<file path="src/common/lsab_defs.svh">
`ifndef LSAB_DEFS_SVH
`define LSAB_DEFS_SVH

`define LSAB_DATA_W     32
`define LSAB_FIFOS      4
`define LSAB_FIFO_W     2
`define LSAB_SLOT_W     6
`define LSAB_ADDR_W     8

// one slot stays unused so the wrapping pointers never alias
`define LSAB_FULL_LEN   63

// early warning for the writer
`define LSAB_ALMOST_LEN 56

`endif
</file>
<file path="src/common/lsab_pkg.sv">
`include "lsab_defs.svh"

package lsab_pkg;

  typedef logic [`LSAB_DATA_W-1:0] data_t;
  typedef logic [`LSAB_FIFO_W-1:0] fifo_t;
  typedef logic [`LSAB_SLOT_W-1:0] slot_t;
  typedef logic [`LSAB_SLOT_W-1:0] len_t;

  // fifo index in the top bits, slot below
  typedef struct packed {
    fifo_t fifo;
    slot_t slot;
  } sram_field_t;

  typedef union packed {
    logic [`LSAB_ADDR_W-1:0] flat;
    sram_field_t             field;
  } sram_addr_u;

endpackage

</file>
<file path="src/lsab/lsab_read_return.sv">
`timescale 1ns/1ps

module lsab_read_return (
  input  logic            CLK,
  input  logic            RST,
  input  logic            re,
  input  lsab_pkg::fifo_t read_fifo,
  input  lsab_pkg::data_t rdata,
  output lsab_pkg::data_t out_0,
  output lsab_pkg::data_t out_1,
  output lsab_pkg::data_t out_2,
  output lsab_pkg::data_t out_3
);
  logic            re_d;
  lsab_pkg::fifo_t fifo_d;

  // match the sram read latency
  always_ff @(posedge CLK) begin
    if (!RST) begin
      re_d   <= 1'b0;
      fifo_d <= '0;
    end else begin
      re_d   <= re;
      fifo_d <= read_fifo;
    end
  end

  always_ff @(posedge CLK) begin
    if (!RST) begin
      out_0 <= '0;
      out_1 <= '0;
      out_2 <= '0;
      out_3 <= '0;
    end else if (re_d) begin
      case (fifo_d)
        2'd0:    out_0 <= rdata;
        2'd1:    out_1 <= rdata;
        2'd2:    out_2 <= rdata;
        default: out_3 <= rdata;
      endcase
    end
  end

endmodule

</file>
<file path="config.mk">
export PLATFORM = sky130hd
export DESIGN_NAME = lsab_read_return
export DESIGN_NICKNAME = d
export VERILOG_FILES = /design/src/common/lsab_pkg.sv /design/src/lsab/lsab_read_return.sv
export VERILOG_INCLUDE_DIRS = /design/src /design/src/common
export SDC_FILE = /design/constraint.sdc
export NUM_CORES = 1
export LEC_CHECK = 0
export BUFFER_PORTS_ARGS = -buffer_cell sky130_fd_sc_hd__buf_2
export CORE_MARGIN = 5
export CORE_UTILIZATION = 50
export CTS_CLUSTER_SIZE = 25
export DETAILED_ROUTE_END_ITERATION = 12
export PLACE_DENSITY = 0.79
export RECOVER_POWER = 100
export SYNTH_ARGS = -nofsm -noshare
export SYNTH_HDL_FRONTEND = slang
export SYNTH_SLANG_ARGS = --single-unit
export TNS_END_PERCENT = 20
</file>
<file path="constraint.sdc">
create_clock -name CLK -period 1.2 [get_ports CLK]
set_input_delay 0.24 -clock CLK [delete_from_list [all_inputs] [get_ports CLK]]
set_output_delay 0.24 -clock CLK [all_outputs]
set_load 0.1 [all_outputs]
</file>
### Yosys cells after proc, flatten, opt, wreduce, memory -nomap -nowiden

Cells that the tools add are included.

| word-level totals | value |
|---|---|
| register bits | 131 |
| output and inout port bits | 128 |
| logic and storage cells | 15 |

| operators by class | value |
|---|---|
| eq/ne operators | 2 |
| bitwise logic cells | 1 |
| reduce and logical (&&, ||, !) cells | 6 |

Operators with widths:

| kind | count |
|---|---|
| AND reduction 2 bit | 4 |
| OR reduction 3 bit | 1 |
| equality test 2 x 1 -> 1 bit, second input constant | 1 |
| equality test 2 bit, second input constant | 1 |
| zero test 2 bit | 1 |
| inverter 1 bit | 1 |

### Logic depth before layout (Yosys ltp)

| logic depth | value |
|---|---|
| depth after elaboration | 4 |
| gate-level depth with buffers | 5 |

### Least setup slack after synthesis

OpenSTA, ideal clock, no wires.

| path | value |
|---|---|
| path type | flip-flop to flip-flop |
| start | register out_1[0] (netlist name) |
| end | register out_1[0] |
| library setup time | 0.072 ns |
| arrival time | 1.158 ns |
| required time | 1.128 ns |
| path slack | -0.030 ns |
| cell stages (with the launch flop) | 3 |
| clock period less this slack | 1.230 ns |
| cell sequence | dfxtp_1 -> nand2_1 -> mux2i_1 |

RTL lines:

| element | line | RTL |
|---|---|---|
| end signal, assigned | lsab_read_return.sv:37 | `2'd1: out_1 <= rdata;` |
| end, declared | lsab_read_return.sv:10 | `output lsab_pkg::data_t out_1,` |

### Worst setup path after layout

| path | value |
|---|---|
| start | register fifo_d[1] |
| end | register out_0[27] |

| on the way | value |
|---|---|
| cells in the longest elaborated chain, start to end | 2 |

Ends and longest elaborated chain:

| element | line | RTL |
|---|---|---|
| start, declared | lsab_read_return.sv:15 | `lsab_pkg::fifo_t fifo_d;` |
| start signal, assigned | lsab_read_return.sv:24 | `fifo_d <= read_fifo;` |
| zero test 2 bit | lsab_read_return.sv:35 | `case (fifo_d)` |
| AND reduction 2 bit (no line) | - |  |
| end signal, assigned | lsab_read_return.sv:36 | `2'd0: out_0 <= rdata;` |
| end, declared | lsab_read_return.sv:9 | `output lsab_pkg::data_t out_0,` |

Every way passes these cells.
A chain may end at the register's enable or synchronous reset.

==> results.txt <==
clk_skew - 15.2 ps
total track usage - 0.331
Initial Util - 0.505
top cell type's share of synthesized area - 0.538
Power Density - 1290 nW/um^2
number of global-route vias before repair - 4781
num rows - 36
Die X - 109 um
RePlAce Congestion - 0.807
Synth Instances - 459
WL/cell - 28.2 um
Clock Tree Buf Depth - 2
syn nets - 496
largest family of logic cells by synthesized area - multiplexers
max cap viols - 0
Max Fanout on Critical Path - 7
RSZ-0062 raised after global routing - true
Final Hold Fails - 0
pre-CTS setup slack - -71.6 ps
layout cell share with drive strength beyond 1 - 0.579
startpoint type of the worst setup path - flop
Switching Power - 3.48 mW
CTS root buf - clkbuf_8
Hold Worst Slack - 57.4 ps
Clk pwr share - 0.469
CP required - 1630 ps
Worst Setup End Kind - flop
synthesis warning total - 0
first-pass GRT wire length - 28800 um
Post-route DRC - 0
Post-synth EDFFs - 0
peak supply drop - 1.28 mV
antenna-violating nets left - 0
die area - 11800 sq um
Post-synth ARST share - 0
Syn Area/Cell - 10.6 sq um
compound-gate portion of the synthesized area - 0
Synth Area in Adders - 0
CTS tree - built
DR pass1 iterations - 5
Slew @ Worst Pin - 316 ps
status - finished with violations
top-count cell post-synth - nand2_1
GR Overflow Total - 0
simple-gate share of the synthesized area - 0.135
Syn-to-layout area delta - 87.0%
ys flop type - dfxtp_1
antenna violations before repair - 0
mux contribution to synthesized area - 0.263
internal power - 8.27 mW
Final setup viols - 217
fin. max-slew vios - 0
Seq/Total Area, Yosys - 0.538
initial DRC count - 344
I/O Pins - 165
FILL cells - 228
Highest Clock Rate - 712 MHz
drt total wl - 22800 um
H-tree depth - 4
most frequent cells after synthesis - 160 x nand2_1, 131 x dfxtp_1, 128 x mux2i_1
Synth Area in XOR/XNOR - 0
top post-synthesis cells by area - dfxtp_1 54%, mux2i_1 26%, nand2_1 12%, buf_8 1.8%, buf_6 1.4%
minimum clock period - 1400 ps
Hold WC Path Type - in -> reg
final total power - 11.8 mW
I/O Buffers - 164
Cell variety after synth - 13
vias - 4661
ANT cells - 0
leakage - 4.17 nW
routed vias/inst - 5.75
worst setup path class - reg -> reg
Flop pwr share - 0.385
Die Ht - 109 um
clk_lat worst skew - 540 ps
failing checks - negative setup slack
Post-DP HPWL - 10400 um
fin crit share - 1.17
CORE AREA - 9640 sq um
Worst Path Arrival - 1830 ps
Sw Share - 0.296
Reg clk slew, reported paths - 70 ps
fin worst setup slack - -204 ps
Cell Area, Synth - 4870 sq um
CTS buffer count - 17
#FFs+latches synth - 131
Worst slew margin - 0.783
clk sink count - 131
final net count - 701
combinational share of power - 0.147
largest net degree at the start of global routing - 58
Synth area leader - dfxtp_1
[state kept, by name, indices dropped and copies added (netlist names)]
register,flops
out_3,32
re_d,1
fifo_d,2
out_1,32
out_2,32
out_0,32
[kinds of logic (layout without fill, tap and decap cells)]
kind of cell | count (synthesis) | in the layout
buffers and inverters | 33 | 251
AND/OR/NAND/NOR | 167 | 167
flip-flops | 131 | 131
multiplexers | 128 | 128
[timing repair]
item	in CTS	in global routing
gates resized for setup	120	56
setup buffers	15	18
pin swaps	1	1
gates cloned	0	6
endpoints found under the hold margin	3	0
setup endpoints to repair	209	229
hold buffers	3	0
[critical path: stages, from the launching register on]
cell and delay, ps:
dfxtp_4 380, nor3b_4 280, buf_6 180, buf_12 140, mux2i_1 300
[layout by cell type (no fill, tap or decap)]
master	synthesis	routed
nand2_1	160	160
buf_12	3	136
mux2i_1	128	115
dfxtp_2	0	88
dfxtp_4	0	43
buf_2	11	34
buf_4	3	32
clkbuf_16	0	22
mux2i_2	0	7
buf_6	6	7
mux2i_4	0	6
inv_6	0	5
clkinvlp_4	0	4
bufinv_16	0	3
dlygate4sd3_1	0	3
nand3b_1	2	2
and2_0	0	2
clkbuf_8	0	2
clkbuf_1	4	2
nor3b_4	0	1
nand3_2	1	1
and2_1	3	1
clkinv_4	0	1
[per-stage QoR]
stage	setup TNS, ps	utilization	std cells	area (sq um)
floorplan	-2870	-	459	4900
global placement	0	0.800	736	7710
detailed placement	-528	0.800	736	7710
CTS	-14440	0.897	786	8640
global route	-26970	0.945	810	9110
finish	-22150	0.945	810	9110
[metal layers]
metal	GRT usage	vias to the layer above	wire length (um)
li1	-	1920	-
met1	0.339	2280	7740
met2	0.606	345	11700
met3	0.0935	116	1810
met4	0.179	0	1560
met5	0	-	0
[layout make-up]
type | instances | area (sq um) | share of cell area
Clock buffer | 19 | 432 | 0.0474
Tap cell | 133 | 166 | 0.0183
Multi-Input combinational cell | 295 | 2050 | 0.225
Clock inverter | 13 | 173 | 0.0190
Timing Repair Buffer | 219 | 3400 | 0.373
Sequential cell | 131 | 2890 | 0.318
[power by group through the flow]
stage          registers (mW)  logic (mW)  clock network [mW]
2_1_floorplan            5.26       0.334                   0
3_3_place_gp             4.65        1.49                   0
3_5_place_dp             4.66        1.52                   0
4_1_cts                  4.57        1.57                5.31
5_1_grt                  4.52        1.76                5.68
6_report                 4.52        1.73                5.51
[path summary, 6_finish.rpt]
path	from	cells after the start	end	slack, ps
setup reg to reg	fifo_d[1]$_SDFF_PN0_	4	out_0[27]$_SDFFE_PN0P_	-200
setup / recovery	fifo_d[1]$_SDFF_PN0_	4	out_0[27]$_SDFFE_PN0P_	-200
hold / removal	rdata[26]	3	out_3[26]$_SDFFE_PN0P_	60
hold reg to reg	out_3[1]$_SDFFE_PN0P_	2	out_3[1]$_SDFFE_PN0P_	490
Power figures use the tool's default switching activity.
