===== config.mk =====
export PLATFORM = sky130hd
export DESIGN_NAME = lsab_port_mux
export DESIGN_NICKNAME = d
export VERILOG_FILES = /design/src/common/lsab_pkg.sv /design/src/lsab/lsab_port_mux.sv
export VERILOG_INCLUDE_DIRS = /design/src /design/src/common
export SDC_FILE = /design/constraint.sdc
export NUM_CORES = 1
export LEC_CHECK = 0
export BUFFER_PORTS_ARGS = -buffer_cell sky130_fd_sc_hd__clkbuf_2
export CORE_MARGIN = 2
export CORE_UTILIZATION = 27
export DETAILED_ROUTE_END_ITERATION = 7
export PLACE_DENSITY = 0.85
export SLEW_MARGIN = 30
export SYNTH_ARGS = -nofsm -noshare
export SYNTH_HDL_FRONTEND = slang
export SYNTH_SLANG_ARGS = --single-unit
export TNS_END_PERCENT = 30

===== constraint.sdc =====
create_clock -name vclk -period 0.9
set_input_delay 0.09 -clock vclk [all_inputs]
set_output_delay 0.09 -clock vclk [all_outputs]
set_load 0.02 [all_outputs]

===== src/common/lsab_defs.svh =====
`ifndef LSAB_DEFS_SVH
`define LSAB_DEFS_SVH

`define LSAB_DATA_W     32
`define LSAB_FIFOS      4
`define LSAB_FIFO_W     2
`define LSAB_SLOT_W     6
`define LSAB_ADDR_W     8

// one slot stays unused so the wrapping pointers never alias
`define LSAB_FULL_LEN   63

// early warning for the writer
`define LSAB_ALMOST_LEN 56

`endif

===== src/common/lsab_pkg.sv =====
`include "lsab_defs.svh"

package lsab_pkg;

  typedef logic [`LSAB_DATA_W-1:0] data_t;
  typedef logic [`LSAB_FIFO_W-1:0] fifo_t;
  typedef logic [`LSAB_SLOT_W-1:0] slot_t;
  typedef logic [`LSAB_SLOT_W-1:0] len_t;

  // fifo index in the top bits, slot below
  typedef struct packed {
    fifo_t fifo;
    slot_t slot;
  } sram_field_t;

  typedef union packed {
    logic [`LSAB_ADDR_W-1:0] flat;
    sram_field_t             field;
  } sram_addr_u;

endpackage


===== src/lsab/lsab_port_mux.sv =====
`timescale 1ns/1ps
`include "lsab_defs.svh"

module lsab_port_mux (
  input  logic                   read,
  input  logic                   write,
  input  lsab_pkg::fifo_t        read_fifo,
  input  lsab_pkg::fifo_t        write_fifo,
  input  logic [`LSAB_FIFOS-1:0] push_ok,
  input  logic [`LSAB_FIFOS-1:0] pop_ok,
  input  lsab_pkg::slot_t        wr_slot [`LSAB_FIFOS],
  input  lsab_pkg::slot_t        rd_slot [`LSAB_FIFOS],
  output logic [`LSAB_FIFOS-1:0] push_req,
  output logic [`LSAB_FIFOS-1:0] pop_req,
  output logic                   we,
  output logic                   re,
  output lsab_pkg::sram_addr_u   waddr,
  output lsab_pkg::sram_addr_u   raddr
);

  // one-hot request per fifo
  always_comb begin
    push_req             = '0;
    pop_req              = '0;
    push_req[write_fifo] = write;
    pop_req[read_fifo]   = read;
  end

  // the occupancy counters decide acceptance
  assign we = push_ok[write_fifo];
  assign re = pop_ok[read_fifo];

  always_comb begin
    waddr.field.fifo = write_fifo;
    waddr.field.slot = wr_slot[write_fifo];
  end

  always_comb begin
    raddr.field.fifo = read_fifo;
    raddr.field.slot = rd_slot[read_fifo];  // oldest entry
  end

endmodule


## Word level (Yosys, flattened, before mapping)

Index checks and enable logic that the tools add are counted.

- Register bits after elaboration: 0
- Output and inout port bits: 26
- Logic and storage cells: 26

- Magnitude comparators: 6
- Multiplexer cells: 14
- Bitwise operators: 4
- Reductions and logical operators: 2

Operators with widths:

| cell | number |
|---|---|
| 6-bit binary-select mux with 2-bit select | 2 |
| 6-bit two-way mux | 4 |
| 4-bit AND | 2 |
| 3-bit greater-or-equal comparator, second input constant | 2 |
| 2-bit by 3-bit less-than comparator with 1-bit output, second input constant | 2 |
| 2-bit inverter with 3-bit output | 2 |
| 1-bit binary-select mux with 2-bit select | 2 |
| 1-bit demux with 2-bit select | 2 |
| 2-bit by 1-bit greater-or-equal comparator with 1-bit output, second input constant | 2 |
| 1-bit two-way mux | 4 |
| 1-bit logical AND | 2 |

## Logic depth before layout (Yosys ltp)

Gate-level depths: netlist (run 1).

- Word-level depth: 5
- Mapped depth: 2
- Depth with buffers taken out: 1

## Least setup slack after synthesis (run 1)

No wires, ideal clock.

- Kind: input to output
- Start: in read_fifo[1]
- End: out pop_req[0]
- Arrival: 0.793 ns
- Slack: 0.017 ns
- Cell stages on the path: 2
- Path buffers: 1
- Cell sequence: buf_2 -> nor3b_1

- Cells in the longest elaborated chain, start to end: 5

Ends and longest elaborated chain:

| item | RTL line | source |
|---|---|---|
| start, declared | lsab_port_mux.sv:7 | `input lsab_pkg::fifo_t read_fifo,` |
| 2-bit by 3-bit less-than comparator with 1-bit output (not written as such) / 2-bit by 1-bit greater-or-equal comparator with 1-bit output (equally long branches) | lsab_port_mux.sv:26 | `pop_req[read_fifo] = read;` |
| 1-bit logical AND (not written as such) | lsab_port_mux.sv:26 |  |
| 1-bit two-way mux (not written as such) | lsab_port_mux.sv:26 |  |
| 1-bit demux with 2-bit select (*) | lsab_port_mux.sv:26 |  |
| 4-bit AND (no source line) (*) | n/a |  |
| end, declared | lsab_port_mux.sv:14 | `` output logic [`LSAB_FIFOS-1:0] pop_req, `` |

Mark *: on every way between the ends. The rest lies on a longest branch, timed or not.

==> flow_summary_export.csv, run 1 <==
group,metric,value,unit
run_status,outcome,"complete, but fails checks",
run_status,violations,"negative setup slack",
drt,drt-total-wl,1.95,mm
final_layout,layout_commonest_cell,"clkbuf_2",
sta,fmax,956,MHz
setup_path,cp.arrival,960,ps
sta,slew_violations,0,
drt,drc,0,
placed_design,gp_congestion,0.629,
global_routing,use_met2,34.6,%
die,ios,88,
setup_path,critical_path_class,"primary input to output pin",
flow_run,cap_violations,0,
setup_path,cpLargestDelayFamily,"multiplexers",
setup_path,path_max_fanout,6,
sta,setup_ws,-146,ps
global_routing,grt_overflow,0,
global_routing,grt_use_total,18.0,%
drt,routed_via_density,4.85,
setup_path,crit_chain,"buf_8 -> buf_12 -> mux4_2 -> buf_6",
setup_path,endpoint_kind,"output pin",
final_layout,drive_gt1_share,96.5,%
setup_path,critPathBufInv,3,
sta,fin_crit_sh,116,%
final_layout,fin_cells,130,
global_routing,grt_pass1_wl,2.80,mm
die,core_area,0.00154,mm²
placed_design,post_dp_cell_area,881,µm²
min_path,hp-class,"primary input to output pin",
die,rows,14,
global_routing,grt_max_degree,13,
logic_synthesis,yosysUniqueCellTypes,8,
logic_synthesis,yosys_warnings,0,
min_path,hp-start,"read_fifo[0]",
logic_synthesis,synth_top_cells_by_area,"mux4_2 59%, mux4_1 12%, and3b_2 8.8%",
sta,worstMarginPinSlew,252,ps
die,dieWidth,45.1,µm
logic_synthesis,synth_top_area_cell,"mux4_2",
drt,vias,630,
die,die-area,0.00203,mm²
clocking,postCtsSetupRepairBufs,0,
final_layout,final_cell_area,985,µm²
global_routing,busiest_layer,"met2",
final_layout,syn2layout_area_growth,116,%
placed_design,port_buffers,88,
power_and_ir_drop,power_leakage,0.559,nW
die,die_h,45.1,µm
global_routing,grt_pass1_vias,615,
final_layout,fill_cells,140,
sta,setup_viol,14,
setup_path,cp_data_required_time,810,ps
logic_synthesis,yosysSeqAreaShare,0,%
setup_path,worstSetupStartpoint,"write_fifo[0]",
setup_path,critPathMaxStageDelay,510,ps
final_layout,n_antenna_cell,0,
logic_synthesis,synth_top_area_share,59.3,%
die,initial_utilization,29.5,%
setup_path,start_kind,"primary input",
logic_synthesis,syn_inst,30,
global_routing,grt_use_met1,23.7,%
global_routing,antenna_found_initial,0,
final_layout,layout_common_cells,"73 x clkbuf_2, 12 x mux4_2, 8 x buf_2, 4 x and3b_2, 4 x buf_6",
min_path,holdPathStages,2,
final_layout,seq_cell_count,0,
final_layout,fin_nets,178,
final_layout,seq_area,0,µm²
sta,hold_viol,0,
logic_synthesis,syn_avg_cell_area,15.2,µm²
drt,drt_iter0_markers,8,
setup_path,slowest_stage,"mux4_2",
logic_synthesis,syn_area,455,µm²
power_and_ir_drop,ir_drop,0.337,mV
drt,route.detailed.wl_per_inst,15.0,µm
power_and_ir_drop,power_density,588,mW/mm²
sta,rsz0062_at_grt,"yes",
drt,antenna_left,0,
global_routing,gr-usage-met3,0.400,%
drt,drtPass1Iterations,4,
sta,period_needed,1050,ps
sta,timing.slew.headroom,83.2,%
clocking,cts_hold_buf,0,
min_path,holdPathEnd,"raddr[6]",
final_layout,nClkBuffers,0,
logic_synthesis,synth.net_count,92,
placed_design,dp_cells,128,
==> layer usage <==
layer	vias to the layer above	routed length [µm]
met5	-	0
met4	0	10
met3	2	31
met2	11	1260
met1	314	652
li1	303	-
==> cell type report <==
| type | count | area [µm²] | area share (%) |
|---|---|---|---|
| multi-input cells | 22 | 393 | 39.9 |
| well taps | 16 | 20.0 | 2.03 |
| repair buffers | 92 | 572 | 58.1 |
==> what timing repair did <==
| action | CTS | global route |
|---|---|---|
| gates cloned | 1 | 1 |
| resized for setup | 5 | 26 |
| setup endpoints to repair | 18 | 14 |
| hold endpoints to repair | 0 | 0 |
| pin swaps | 0 | 0 |
==> report_power, final <==
group | internal [mW] | switching, mW | total [mW]
sequential | 0 | 0 | 0
combinational | 0.328 | 0.250 | 0.579
clock | 0 | 0 | 0
==> per-stage QoR <==
stage / util, % / setup slack [ps] / TNS (ps) / hold WS [ps] / total power [mW]
CTS: 59.9 / -216 / -1840 / 462 / 0.536
global placement: 57.1 / -280 / -3110 / 553 / 0.498
global route: 63.9 / -177 / -1620 / 470 / 0.610
finish: 63.9 / -146 / -1330 / 460 / 0.579
floorplan: - / 16.6 / 0 / 293 / 0.298
detailed placement: 57.1 / -306 / -3510 / 566 / 0.513
==> Yosys cell counts (all sizes together) <==
| cell type | instances |
|---|---|
| and3b | 4 |
| and3 | 2 |
| nor3b | 2 |
| buf | 8 |
| mux4 | 14 |
==> how the worst max path moves through the flow <==
stage / endpoint / cells after the start
after CTS: waddr[1] / 4
after global routing: waddr[0] / 4
after global placement: re / 3
after floorplan: pop_req[0] / 2
after detailed placement: re / 3
final: waddr[2] / 4
==> kinds of logic (layout without fill, tap and decap cells) <==
logic type    Yosys count  count (layout)  share of synthesized area, %
mux                    14              14                          70.9
simple gates            8               8                          15.4
buf+inv                 8              92                          13.7
Power figures use the tool's default switching activity.
==> inputs of run 2 (changes only) <==
==> constraint.sdc (replaced) <==
create_clock -name vclk -period 0.9
set_input_delay 0.09 -clock vclk [all_inputs]
set_output_delay 0.09 -clock vclk [all_outputs]
set_load 0.1 [all_outputs]
==> flow_summary_export.csv, run 2 (synthesized netlist as in run 1, its figures left out) <==
group,metric,value,unit
final_layout,syn2layout_area_growth,209,%
drt,drc,0,
setup_path,cp_data_required_time,810,ps
die,die-area,0.00203,mm²
setup_path,critPathMaxStageDelay,540,ps
sta,worstMarginPinSlew,197,ps
placed_design,gp_congestion,0.691,
placed_design,dp_slack,-432,ps
die,initial_utilization,29.5,%
power_and_ir_drop,power.total,1.47,mW
setup_path,cp.arrival,940,ps
global_routing,grt_use_met1,30.6,%
setup_path,path_max_fanout,5,
placed_design,port_buffers,88,
sta,fin_crit_sh,115,%
final_layout,layout_common_cells,"58 x clkbuf_2, 26 x buf_12, 14 x mux4_2, 7 x buf_4, 4 x and3b_2",
sta,timing.slew.headroom,86.9,%
power_and_ir_drop,ir_drop,0.829,mV
sta,period_needed,1030,ps
global_routing,grt_pass1_wl,3.86,mm
drt,routed_via_density,5.40,
sta,setup_viol,15,
placed_design,hpwl,2.16,mm
setup_path,slowest_stage,"mux4_2",
die,core_area,0.00154,mm²
min_path,hp-class,"primary input to output pin",
global_routing,grt_pass1_vias,754,
drt,drt_iter0_markers,11,
run_status,violations,"negative setup slack",
sta,whs,588,ps
setup_path,cpLargestDelayFamily,"multiplexers",
sta,rsz0062_at_grt,"yes",
placed_design,dp_cells,130,
final_layout,drive_gt1_share,100,%
setup_path,endpoint_kind,"output pin",
sta,fmax,966,MHz
global_routing,grt_max_degree,13,
setup_path,critical_path_class,"primary input to output pin",
final_layout,final_cell_area,0.00141,mm²
global_routing,busiest_layer,"met2",
final_layout,fin_cells,136,
final_layout,fin_nets,184,
global_routing,grt_overflow,0,
global_routing,antenna_found_initial,0,
placed_design,post_dp_cell_area,0.00129,mm²
power_and_ir_drop,power_leakage,0.708,nW
final_layout,layout_commonest_cell,"clkbuf_2",
global_routing,gr-usage-met3,2.80,%
final_layout,n_antenna_cell,0,
sta,slew_violations,0,
global_routing,grt_use_total,26.8,%
drt,route.detailed.wl_per_inst,19.6,µm
flow_run,cap_violations,0,
die,rows,14,
setup_path,start_kind,"primary input",
drt,vias,734,
setup_path,critPathBufInv,2,
final_layout,post-route-util,91.2,%
drt,drt-total-wl,2.66,mm
sta,setup_tns,-1740,ps
sta,setup_ws,-135,ps
run_status,outcome,"complete, but fails checks",
global_routing,use_met2,48.6,%
setup_path,crit_chain,"clkbuf_16 -> mux4_2 -> buf_12",
sta,hold_viol,0,
power_and_ir_drop,power_density,1040,mW/mm²
final_layout,seq_area,0,µm²
drt,drtPass1Iterations,4,
die,ios,88,
die,dieWidth,45.1,µm
drt,antenna_left,0,
final_layout,seq_cell_count,0,
final_layout,nClkBuffers,0,
die,die_h,45.1,µm
-- run 2: cell types whose count changed in the layout (fill, tap and decap cells not counted), sizes merged --
cell,before,now
clkbuf,76,64
buf,16,34
-- run 2: layout make-up --
| cell class | count | area (µm²) |
|---|---|---|
| multi-input cells | 22 | 408 |
| well taps | 16 | 20.0 |
| repair buffers | 98 | 978 |
| fillers | 60 | 135 |
-- run 2: power breakdown --
group	leakage [nW]	switching [mW]	internal, mW
Combinational	0.708	0.864	0.603
Sequential	0	0	0
Clock	0	0	0
-- run 2: final timing paths --
check	cells after the start	from	slack [ps]	endpoint
hold / removal	3	read_fifo[0]	590	raddr[6]
setup / recovery	3	read_fifo[0]	-130	raddr[4]
-- run 2: per-layer routing --
metal | part of all wire (%) | vias up
met5 | 0 | -
met3 | 3.9 | 14
met1 | 33 | 366
li1 | - | 315
met4 | 6.2 | 0
met2 | 57 | 39
-- run 2: what timing repair did --
item	CTS	global route
setup endpoints to repair	22	17
cloned	2	0
gates resized for setup	9	1
hold buffers	0	0
setup buffers	4	0
