[src/common/lsab_defs.svh]
`ifndef LSAB_DEFS_SVH
`define LSAB_DEFS_SVH

`define LSAB_DATA_W     32
`define LSAB_FIFOS      4
`define LSAB_FIFO_W     2
`define LSAB_SLOT_W     6
`define LSAB_ADDR_W     8

// one slot stays unused so the wrapping pointers never alias
`define LSAB_FULL_LEN   63

// early warning for the writer
`define LSAB_ALMOST_LEN 56

`endif
[src/common/lsab_pkg.sv]
`include "lsab_defs.svh"

package lsab_pkg;

  typedef logic [`LSAB_DATA_W-1:0] data_t;
  typedef logic [`LSAB_FIFO_W-1:0] fifo_t;
  typedef logic [`LSAB_SLOT_W-1:0] slot_t;
  typedef logic [`LSAB_SLOT_W-1:0] len_t;

  // fifo index in the top bits, slot below
  typedef struct packed {
    fifo_t fifo;
    slot_t slot;
  } sram_field_t;

  typedef union packed {
    logic [`LSAB_ADDR_W-1:0] flat;
    sram_field_t             field;
  } sram_addr_u;

endpackage

[src/lsab/lsab_occupancy.sv]
`timescale 1ns/1ps
`include "lsab_defs.svh"

module lsab_occupancy (
  input  logic            CLK,
  input  logic            RST,
  input  logic            push_req,
  input  logic            pop_req,
  output logic            push_ok,
  output logic            pop_ok,
  output logic            bfull,
  output lsab_pkg::slot_t wr_slot,
  output lsab_pkg::slot_t rd_slot
);
  lsab_pkg::len_t len;
  lsab_pkg::len_t len_nxt;
  logic           full;
  logic           empty;

  assign push_ok = push_req && !full;  // full write just vanishes
  assign pop_ok  = pop_req && !empty;

  always_comb begin
    case ({push_ok, pop_ok})
      2'b10:   len_nxt = len + 1'b1;
      2'b01:   len_nxt = len - 1'b1;
      default: len_nxt = len;  // idle, or push and pop together
    endcase
  end

  // flags are registered off the next length so they move with it
  always_ff @(posedge CLK) begin
    if (!RST) begin
      len   <= '0;
      full  <= 1'b0;
      empty <= 1'b1;
      bfull <= 1'b0;
    end else begin
      len   <= len_nxt;
      full  <= (len_nxt == `LSAB_FULL_LEN);
      empty <= (len_nxt == 0);
      bfull <= (len_nxt >= `LSAB_ALMOST_LEN);
    end
  end

  always_ff @(posedge CLK) begin
    if (!RST) begin
      wr_slot <= '0;
      rd_slot <= '0;
    end else begin
      if (push_ok) begin
        wr_slot <= wr_slot + 1'b1;  // wraps at 64
      end
      if (pop_ok) begin
        rd_slot <= rd_slot + 1'b1;
      end
    end
  end

endmodule

[config.mk]
export PLATFORM = sky130hd
export DESIGN_NAME = lsab_occupancy
export DESIGN_NICKNAME = d
export VERILOG_FILES = /design/src/common/lsab_pkg.sv /design/src/lsab/lsab_occupancy.sv
export VERILOG_INCLUDE_DIRS = /design/src /design/src/common
export SDC_FILE = /design/constraint.sdc
export NUM_CORES = 1
export LEC_CHECK = 0
export BUFFER_PORTS_ARGS = -buffer_cell sky130_fd_sc_hd__buf_2
export CAP_MARGIN = 40
export CORE_UTILIZATION = 46
export DETAILED_ROUTE_END_ITERATION = 10
export GPL_TIMING_DRIVEN = 0
export PLACE_DENSITY_LB_ADDON = 0.2
export SETUP_SLACK_MARGIN = 0.4
export SLEW_MARGIN = 20
export SYNTH_ARGS = -nofsm -noshare
export SYNTH_HDL_FRONTEND = slang
export SYNTH_SLANG_ARGS = --single-unit
[constraint.sdc]
create_clock -name CLK -period 3.7 [get_ports CLK]
set_input_delay 0.74 -clock CLK [delete_from_list [all_inputs] [get_ports CLK]]
set_output_delay 0.74 -clock CLK [all_outputs]
set_load 0.05 [all_outputs]
* Word level (Yosys, flattened, before mapping) *
Cells that the tools add are included.

operators by class
  mux-type cells = 1
  reduce and logical (&&, ||, !) cells = 5
  $add $sub $neg = 4
  order comparisons = 1
  equal/unequal tests = 3

operators with widths
  operator             count
  $add 6x1->6 const B  3
  $pmux 6 s2           1
  $eq 6x6->1 const B   1
  $ge 6x6->1 const B   1
  $logic_not 6->1      1
  $sub 6x1->6 const B  1
  $eq 2x1->1 const B   1
  $eq 2x2->1 const B   1
  $logic_and 1x1->1    2
  $logic_not 1->1      2

storage, ports and cells
  register bits = 21
  output and inout bits = 15
  word-level logic and storage cells = 20
  input port bits = 4

* Logic depth before layout (Yosys ltp) *
Gate-level depths: netlist of run 1.

  depth in word-level cells = 5
  depth in mapped cells = 12
  depth with buffers taken out = 10

* Worst setup path after synthesis of run 1 *
OpenSTA, ideal clock, no wires.

  kind = in2reg
  start point = in push_req
  end point = reg full
  library setup time = 100 ps
  setup slack = 227 ps
  stages on the path = 12
  data arrival time = 3,373 ps
  required time = 3,600 ps
  cells stage by stage = nor2b_1 clkbuf_1 inv_1 ha_1 buf_2 xor2_1 ha_1 a211oi_1 nor3_1 a21oi_1 o211ai_2 a2111oi_4

between the ends
  word-level cells in the longest chain between the ends = 4
  elaborated cells on any way between the ends = 5
  those cells by class = eq/ne (3); mux (1); reduce/logical (1)

ends and longest elaborated chain
  element                                          line                  text
  from (decl)                                      lsab_occupancy.sv:7   input logic push_req,
  $logic_and 1x1->1 *                              lsab_occupancy.sv:20  assign push_ok = push_req && !full;
  net push_ok                                      lsab_occupancy.sv:9   output logic push_ok,
  $eq 2x1->1 / $eq 2x2->1 (equally long branches)  lsab_occupancy.sv:24  case ({push_ok, pop_ok})
  $pmux 6 s2 *                                     lsab_occupancy.sv:24
  $eq 6x6->1 (no line) *                           -
  to (signal assigned)                             lsab_occupancy.sv:40  full <= (len_nxt == `LSAB_FULL_LEN);
  to (decl)                                        lsab_occupancy.sv:17  logic full;

Mark *: on every way through the listed nets, which the timed path passes. The rest lies on a longest branch.
A chain may end at the register's enable or synchronous reset.

* Worst setup path in the final report of run 1 *
  start point = in push_req
  end point = reg empty

between the ends
  word-level cells in the longest chain between the ends = 4
  elaborated cells on any way between the ends = 5
  those cells by class = eq/ne (2); mux (1); reduce/logical (2)

ends and longest elaborated chain
  element                                          line                  text
  $logic_and 1x1->1 *                              lsab_occupancy.sv:20
  $eq 2x1->1 / $eq 2x2->1 (equally long branches)  lsab_occupancy.sv:24
  $pmux 6 s2 *                                     lsab_occupancy.sv:24
  $logic_not 6->1 *                                lsab_occupancy.sv:41  empty <= (len_nxt == 0);
  to (signal assigned)                             lsab_occupancy.sv:41
  to (decl)                                        lsab_occupancy.sv:18  logic empty;

Mark *: on every way between the ends. The rest lies on a longest branch, timed or not.

==> flow_metrics.env, run 1 <==
export IMPL_fillers=239
export IMPL_final_layout_size_suffix_gt1_share_pct=20.6
export IMPL_synth_top_cell_by_area="dfxtp_1"
export IMPL_ys_seq_area_share_pct=34.0
export IMPL_fp_dieArea_mm2=0.00290
export IMPL_slew_limit_headroom_pct=66.9
export IMPL_period_minus_slack_ns=3.05
export IMPL_drc=0
export IMPL_coreArea_mm2=0.00250
export IMPL_tns_ns=0
export IMPL_synth_top_family_by_area="simple AND/OR/NAND/NOR gates"
export IMPL_clock_latency_ns=0.30
export IMPL_synthTopCellsByCount="dfxtp_1 (21), and2_1 (10), a21oi_1 (7), nor2b_1 (7), xnor2_1 (7)"
export IMPL_use_met3_pct=5.37
export IMPL_synth_cell_types=44
export IMPL_cp_required_ns=3.90
export IMPL_ant_nets=0
export IMPL_routed_wl_mm=2.34
export IMPL_synth_top_area_share_pct=34.0
export IMPL_synthAdderAreaFrac_pct=5.06
export IMPL_via_count=1016
export IMPL_rrSetupSlack_ns=0.86
export IMPL_tritoncts="built"
export IMPL_gp_congestion=0.754
export IMPL_leakage_nw=0.580
export IMPL_timing_fmax_mhz=328
export IMPL_setup_viol=0
export IMPL_wl_per_cell_um=12.6
export IMPL_firstDrtPassIters=4
export IMPL_place_ws_ns=0.355
export IMPL_cap_violations=0
export IMPL_grt_pass1_vias=841
export IMPL_syn_area_mm2=0.00124
export IMPL_fin_total_pwr_w=0.000568
export IMPL_worst_clock_skew_ns=0.00855
export IMPL_via_per_inst=5.49
export IMPL_yosys_area_share_xor_xnor_pct=7.09
export IMPL_rows=18
export IMPL_fin_ws_ns=0.654
export IMPL_numPortBuffers=18
export IMPL_arrival_ns=3.25
export IMPL_cts_max_level=1
export IMPL_powerDensity_mw_per_mm2=408
export IMPL_hold_ws_ns=0.502
export IMPL_synth_simple_area_share_pct=26.5
export IMPL_clockRootBuffer="clkbuf_4"
export IMPL_clk_pin_slew_ns=0.11
export IMPL_synth_edf_count=0
export IMPL_grt_busiest_layer="met2"
export IMPL_syn_inst=133
export IMPL_worstMarginPinSlew_ns=0.492
export IMPL_synth_area_leaders="dfxtp_1 (34%), and2_1 (5.1%), ha_1 (5.1%)"
export IMPL_clockBufferDepth=2
export IMPL_dpl_hpwl_mm=1.76
export IMPL_yosysWarnings=0
export IMPL_hold_buffers=0
export IMPL_gr_usage_all_layers_pct=17.5
export IMPL_rsz0062_at_grt="false"
export IMPL_grt_antenna_before_repair=0
export IMPL_start_util_pct=49.4
export IMPL_drt_iter0_drc=15
export IMPL_cts_buffers=3
export IMPL_cp_max_fo=10
export IMPL_synth_flop_cell="dfxtp_1"
export IMPL_hold_path_class="flop to flop"
export IMPL_post_cts_repair_setup_buffers=0
export IMPL_syn_to_final_growth_pct=12.7
export IMPL_fp_dieH_um=53.8
export IMPL_grt_remaining_overflow=0
export IMPL_yosysMostFrequentCell="dfxtp_1"
export IMPL_synthMuxAreaShare_pct=3.24
export IMPL_io_pins=19
export IMPL_diodes=0
export IMPL_period_share_pct=82.3
export IMPL_worstSetupEndpointType="flop"
export IMPL_ir_worst_vdd_v=0.000333
export IMPL_syn_avg_cell_area_um2=9.29
export IMPL_synth_compound_area_share_pct=19.0
export IMPL_crit_path_start_kind="primary input"
export IMPL_synth_async_reset_ratio_pct=0
export IMPL_final_max_slew_violation_count=0
export IMPL_synth_fp_nets=142
export IMPL_grt_max_degree=12
export IMPL_ys_seq_elements=21
export IMPL_hold_viol_final=0
export IMPL_die_x_um=53.8
export IMPL_status="completed"
export IMPL_grt_util_met2_pct=28.8
export IMPL_path_class="primary input to flop"
export IMPL_use_met1_pct=22.1
export IMPL_nNetsFinal=165
export IMPL_r2r_cells=12
export IMPL_grt_pass1_wl_mm=3.68
export IMPL_cts_sinks=21
export IMPL_ctsResizeCount=0
export IMPL_hold_depth=2
[routing by layer]
metal | share of wire [%] | wire [µm]
met1 | 48 | 1130
met2 | 48 | 1130
met3 | 3.6 | 83
met4 | 0 | 0
met5 | 0 | 0
[power by group]
group	switching, W	leakage, nW	internal (W)
clock	0.0000675	0.0150	0.0000420
combinational	0.000119	0.395	0.0000773
sequential	0.0000186	0.171	0.000244
total	0.000205	0.580	0.000363
[registers in the layout, summed over array words and instances, names as in the netlist]
register	flops
wr_slot	6
full	1
rd_slot	6
bfull	1
empty	1
len	6
[per-stage QoR]
| step | utilization, % | instance area (µm²) | std cells |
|---|---|---|---|
| 6_report | 55.7 | 1390 | 185 |
| 5_1_grt | 55.7 | 1390 | 185 |
| 4_1_cts | 55.7 | 1390 | 185 |
| 3_5_place_dp | 54.7 | 1370 | 181 |
| 3_3_place_gp | 54.7 | 1370 | 181 |
| 2_1_floorplan | - | 1240 | 133 |
[critical path, cell delays in order]
cell       delay, ns
buf_2           0.07
nor2b_1         0.11
clkbuf_2        0.20
inv_1           0.08
ha_1            0.28
buf_2           0.21
xor2_1          0.17
ha_1            0.21
a21oi_1         0.17
mux2i_1         0.12
xnor2_1         0.42
nand4bb_1       0.19
o41ai_2         0.25
[cells by family (layout without fill, tap and decap cells)]
family / count (synthesis) / in the layout
adders and majority gates: 5 / 5
xor gates and xnor gates: 10 / 10
DFF: 21 / 21
and+or+nand+nor: 52 / 52
AOI/OAI and AO/OA: 29 / 29
muxes: 4 / 4
buffers and inverters: 12 / 34
[cell usage in the layout, fill, tap and decap left out, types with 3 or more instances in the layout]
master	synthesis	final
a21oi_1	7	7
and2_1	10	10
and3_1	3	3
buf_2	2	20
clkbuf_1	5	4
clkbuf_4	0	3
dfxtp_1	21	21
ha_1	5	5
inv_1	3	3
mux2i_1	4	4
nand2_1	5	5
nand2b_1	3	3
nand4_1	4	4
nor2_1	4	4
nor2b_1	7	7
o21ai_0	3	3
or3_1	3	3
or4b_1	3	3
xnor2_1	7	7
xor2_1	3	3
[cell type report]
class	count	area, µm²	area share [%]
multi-input combinational	100	753	54.1
sequential	21	420	30.2
timing repair buffer	18	90.1	6.47
buffer	9	53.8	3.86
tap	30	37.5	2.70
clock buffer	4	26.3	1.89
inverter	3	11.3	0.809
[worst paths after layout]
path / start / end
setup reg to reg: full / empty
hold reg to reg: rd_slot[5] / rd_slot[5]
hold / removal: rd_slot[5] / rd_slot[5]
setup / recovery: push_req / empty
No activity file was read; power rests on OpenSTA's default activity.
==> run 2, diff against run 1 <==
Settings changed: ABC_AREA set to 1.
Clock period 3.7 ns to 2.8 ns, I/O delays scaled along.
==> run 2 against run 1 <==
  * Global-route usage grew 2.0 points
  * Die area shrank 2.4%
  * Sequential share of layout area shrank 0.30 points
  * Non-clock buffer count shrank 6
  * First-iteration DRC count shrank 47%
  * Final cell count grew 21%
  * Highest routed layer unchanged
==> flow_metrics.env, run 2 <==
export IMPL_ant_nets=0
export IMPL_final_layout_size_suffix_gt1_share_pct=26.8
export IMPL_syn_area_mm2=0.00120
export IMPL_wl_per_cell_um=10.7
export IMPL_synthTopCellsByCount="nand2_1 (40), dfxtp_1 (21), nor2_1 (20), inv_1 (19), nand3_1 (11)"
export IMPL_grt_pass1_vias=979
export IMPL_r2r_cells=17
export IMPL_io_pins=19
export IMPL_rows=18
export IMPL_hold_viol_final=0
export IMPL_powerDensity_mw_per_mm2=516
export IMPL_startpoint="pop_req"
export IMPL_ctsResizeCount=0
export IMPL_clockBufferDepth=2
export IMPL_cap_violations=0
export IMPL_ys_seq_elements=21
export IMPL_layout_common_cells="nand2_1 (39), dfxtp_1 (21), nor2_1 (19)"
export IMPL_synth_top_area_share_pct=34.9
export IMPL_hold_depth=2
export IMPL_reg2reg_to="empty"
export IMPL_cp_required_ns=2.98
export IMPL_tritoncts="built"
export IMPL_yosysMostFrequentCell="nand2_1"
export IMPL_rrSetupSlack_ns=0.78
export IMPL_grt_max_degree=13
export IMPL_cp_max_fo=10
export IMPL_hold_start="rd_slot[5]"
export IMPL_die_x_um=53.2
export IMPL_period_share_pct=74.5
export IMPL_setup_viol=0
export IMPL_fillers=251
export IMPL_synth_async_reset_ratio_pct=0
export IMPL_min_to="rd_slot[5]"
export IMPL_layout_commonest_cell="nand2_1"
export IMPL_fp_dieArea_mm2=0.00283
export IMPL_grt_pass1_wl_mm=4.06
export IMPL_hold_path_class="flop to flop"
export IMPL_via_count=1108
export IMPL_tns_ns=0
export IMPL_arrival_ns=2.27
export IMPL_syn_inst=173
export IMPL_firstDrtPassIters=4
export IMPL_start_util_pct=48.6
export IMPL_diodes=0
export IMPL_numPortBuffers=17
export IMPL_drc=0
export IMPL_synth_cell_types=30
export IMPL_status="completed"
export IMPL_syn_to_final_growth_pct=16.7
export IMPL_dpl_hpwl_mm=1.89
export IMPL_drt_iter0_drc=8
export IMPL_cts_max_level=1
export IMPL_nNetsFinal=204
export IMPL_grt_remaining_overflow=0
export IMPL_yosysWarnings=0
export IMPL_placed_cell_area_mm2=0.00138
export IMPL_gp_congestion=0.759
export IMPL_crit_path_start_kind="primary input"
export IMPL_fp_dieH_um=53.2
export IMPL_clk_pin_slew_ns=0.12
export IMPL_grt_antenna_before_repair=0
export IMPL_synth_edf_count=0
export IMPL_synth_top_cell_by_area="dfxtp_1"
export IMPL_worstSetupEndpointType="flop"
export IMPL_coreArea_mm2=0.00248
export IMPL_clockRootBuffer="clkbuf_4"
export IMPL_syn_avg_cell_area_um2=6.96
export IMPL_ir_worst_vdd_v=0.000398
export IMPL_ys_seq_area_share_pct=34.9
export IMPL_worst_clock_skew_ns=0.00597
export IMPL_final_max_slew_violation_count=0
export IMPL_slew_limit_headroom_pct=69.1
export IMPL_hold_ws_ns=0.473
export IMPL_largestRegisters="len (6), rd_slot (6), wr_slot (6)"
export IMPL_leakage_nw=0.689
export IMPL_via_per_inst=4.95
export IMPL_clock_latency_ns=0.30
export IMPL_synth_area_leaders="dfxtp_1 (35%), nand2_1 (12%), nor2_1 (6.2%)"
export IMPL_cts_buffers=3
export IMPL_reg2reg_from="full"
export IMPL_design_area_mm2=0.00141
export IMPL_routed_wl_mm=2.39
export IMPL_worstMarginPinSlew_ns=0.463
export IMPL_timing_fmax_mhz=480
export IMPL_gr_usage_all_layers_pct=19.5
export IMPL_rsz0062_at_grt="false"
export IMPL_synth_flop_cell="dfxtp_1"
export IMPL_hold_buffers=0
export IMPL_period_minus_slack_ns=2.08
export IMPL_path_class="primary input to flop"
export IMPL_synth_fp_nets=182
export IMPL_post_cts_repair_setup_buffers=0
export IMPL_cts_sinks=21
==> run 2: cells by family (layout without fill, tap and decap cells) <==
family	after synthesis	after routing	share of synthesized area, %
AND/OR/NAND/NOR	99	99	39.7
buffers and inverters	27	48	9.76
flip-flops	21	21	34.9
AO/OA/AOI/OAI	17	17	7.58
adder cells (fa/ha/maj)	5	5	5.19
XOR/XNOR	4	4	2.91
==> run 2: worst max-delay path, stage by stage <==
cell and delay, ns:
buf_2 0.07, inv_1 0.06, nor2_4 0.21, ha_4 0.17
buf_8 0.14, nand2_4 0.05, inv_2 0.07, nor2_4 0.04
ha_2 0.16, a21oi_2 0.11, inv_1 0.07, nand3_1 0.10
nand2_1 0.06, nand2_1 0.07, nand2_1 0.05, nand2_1 0.05
nand2_1 0.08, nand3_2 0.08, nand2_1 0.05
==> run 2: layer usage <==
metal,GRT usage (%),up-vias,wire [µm],part of all wire (%)
met5,0,-,0,0
met4,5.26,0,0,0
met3,2.59,0,57,2.4
met2,34.2,16,1170,49
met1,24.7,499,1170,49
li1,-,593,-,-
==> run 2: final cells by class <==
type / count / area [µm²] / share of cell area [%]
flip-flops and latches: 21 / 420 / 29.9
repair buffers: 17 / 85.1 / 6.05
clock buffers: 3 / 22.5 / 1.60
inverters: 23 / 91.3 / 6.49
plain buffers: 4 / 30.0 / 2.14
multi-input cells: 125 / 714 / 50.8
clock inverters: 1 / 5.00 / 0.356
well taps: 30 / 37.5 / 2.67
==> run 2: report_power, final <==
group	leakage [nW]	switching (W)	internal, W
logic	0.500	0.000152	0.0000821
clock network	0.0177	0.0000893	0.0000531
registers	0.172	0.0000278	0.000321
total	0.689	0.000269	0.000456
==> run 2: how the worst max path moves through the flow <==
stage          endpoint  slack [ns]  cells after the start
2_1_floorplan     empty        0.40                     18
3_3_place_gp      empty        0.45                     19
3_5_place_dp      empty        0.40                     19
4_1_cts           empty        0.72                     19
5_1_grt           empty        0.56                     19
6_report          empty        0.72                     19
==> run 2: metrics by stage <==
| stage | total power [W] | std cells | worst slack, ns | util (%) |
|---|---|---|---|---|
| after floorplan | 0.000546 | 173 | 0.404 | - |
| after global placement | 0.000583 | 220 | 0.451 | 55.7 |
| after detailed placement | 0.000591 | 220 | 0.399 | 55.7 |
| after CTS | 0.000731 | 224 | 0.721 | 56.8 |
| after global routing | 0.000773 | 224 | 0.555 | 56.8 |
| final | 0.000725 | 224 | 0.715 | 56.8 |
==> run 3, diff against run 2 <==
Clock period 2.8 ns to 2.05 ns, I/O delays scaled along.
==> run 3 against run 2 <==
  * Sequential power increased by 40%
  * Register-to-register slack got worse by 0.59 ns
  * Non-clock buffer count increased by 11
  * Worst setup slack got worse by 0.53 ns
  * Core utilization increased by 11 points
  * Via count increased by 4.7%
==> flow_metrics.env, run 3 (synthesis gave the netlist of run 2 again) <==
export IMPL_hold_viol_final=0
export IMPL_final_layout_size_suffix_gt1_share_pct=43.4
export IMPL_grt_max_degree=13
export IMPL_coreArea_mm2=0.00248
export IMPL_cap_violations=0
export IMPL_tritoncts="built"
export IMPL_rrSetupSlack_ns=0.19
export IMPL_period_minus_slack_ns=1.86
export IMPL_layout_commonest_cell="nand2_1"
export IMPL_clockRootBuffer="clkbuf_4"
export IMPL_arrival_ns=2.10
export IMPL_firstDrtPassIters=4
export IMPL_routed_wl_mm=2.76
export IMPL_worstSetupEndpointType="flop"
export IMPL_gp_congestion=0.804
export IMPL_worst_clock_skew_ns=0.00374
export IMPL_place_ws_ns=-0.192
export IMPL_grt_antenna_before_repair=0
export IMPL_hold_path_class="primary input to flop"
export IMPL_setup_viol=0
export IMPL_cts_buffers=3
export IMPL_grt_pass1_vias=981
export IMPL_hold_buffers=0
export IMPL_hold_ws_ns=0.442
export IMPL_fin_total_pwr_w=0.00111
export IMPL_numPortBuffers=17
export IMPL_leakage_nw=0.773
export IMPL_register_area_um2=423
export IMPL_grt_remaining_overflow=0
export IMPL_timing_fmax_mhz=536
export IMPL_rows=18
export IMPL_gr_usage_all_layers_pct=20.6
export IMPL_fp_dieArea_mm2=0.00283
export IMPL_io_pins=19
export IMPL_cp_required_ns=2.29
export IMPL_multi_input_comb_area_um2=862
export IMPL_clockBufferDepth=2
export IMPL_cp_max_fo=4
export IMPL_diodes=0
export IMPL_fillers=206
export IMPL_met2_length_mm=1.46
export IMPL_routedLengthMet1_mm=1.22
export IMPL_dr_wl_met3_um=59
export IMPL_slew_limit_headroom_pct=68.9
export IMPL_clock_latency_ns=0.29
export IMPL_worstMarginPinSlew_ns=0.467
export IMPL_syn_to_final_growth_pct=40.1
export IMPL_final_max_slew_violation_count=0
export IMPL_rsz0062_at_grt="true"
export IMPL_period_share_pct=91.0
export IMPL_wl_per_cell_um=11.7
export IMPL_fp_dieH_um=53.2
export IMPL_clk_pin_slew_ns=0.12
export IMPL_fin_cells=235
export IMPL_largestRegisters="len (6), rd_slot (6), wr_slot (6)"
export IMPL_cts_sinks=21
export IMPL_highest_layer="met4"
export IMPL_drc=0
export IMPL_powerDensity_mw_per_mm2=656
export IMPL_grt_pass1_wl_mm=4.15
export IMPL_via_count=1160
export IMPL_ir_worst_vdd_v=0.000571
export IMPL_utilization_pct=68.1
export IMPL_nNetsFinal=215
export IMPL_cts_max_level=1
export IMPL_layout_common_cells="nand2_1 (33), dfxtp_1 (19), buf_2 (16)"
export IMPL_dpl_hpwl_mm=1.88
export IMPL_via_per_inst=4.94
export IMPL_die_x_um=53.2
export IMPL_dp_cells=220
export IMPL_drt_iter0_drc=21
export IMPL_ant_nets=0
export IMPL_crit_path_start_kind="flop"
export IMPL_fin_ws_ns=0.185
export IMPL_path_class="flop to flop"
export IMPL_start_util_pct=48.6
export IMPL_status="completed"
[run 3: cell count changes in the layout (fill, tap and decap cells not counted), sizes merged]
cell,before,now
buf,19,30
[run 3: critical path: stages, from the launching register on]
cell and delay (ns):
dfxtp_2 0.34, nor2_4 0.11, inv_4 0.06, ha_4 0.15
buf_8 0.13, nor2_4 0.11, nor2_4 0.05, ha_4 0.15
a21oi_4 0.12, inv_2 0.05, nand2_1 0.07, nand3_2 0.11
a21oi_4 0.17, nand3_2 0.10, nor2_2 0.10
[run 3: report_power, final]
| part | switching, W | internal (W) | leakage, nW |
|---|---|---|---|
| combinational | 0.000254 | 0.000173 | 0.583 |
| sequential | 0.0000483 | 0.000439 | 0.172 |
| clock | 0.000121 | 0.0000725 | 0.0177 |
| total | 0.000424 | 0.000684 | 0.773 |
[run 3: cell type report]
cell class	count	share of cell area, %
buffer	4	2.00
clock inverter	1	0.297
clock buffer	3	1.33
multi-input combinational	125	51.1
timing repair buffer	28	11.3
inverter	23	6.75
sequential	21	25.1
tap	30	2.22
[run 3: metal layers]
layer | vias to the layer above | track usage, %
li1 | 611 | -
met1 | 531 | 24.4
met2 | 16 | 38.4
met3 | 2 | 1.72
met4 | 0 | 6.58
met5 | - | 0
[run 3: path summary, 6_finish.rpt]
| kind | startpoint | endpoint | depth (start not counted) |
|---|---|---|---|
| max | full | full | 14 |
| min | pop_req | rd_slot[1] | 4 |
| max reg2reg | full | full | 14 |
| min reg2reg | rd_slot[5] | rd_slot[5] | 2 |
[run 3: through the flow]
stage                     area, µm²  setup TNS [ns]
final                          1690               0
after global routing           1690               0
after CTS                      1580               0
after detailed placement       1410          -0.680
after global placement         1410          -0.571
after floorplan                1290          -0.372
[run 3: repair_timing]
item,in CTS,in global routing
setup buffers,9,2
pin swaps,14,17
gates resized for setup,18,24
setup endpoints to repair,7,9
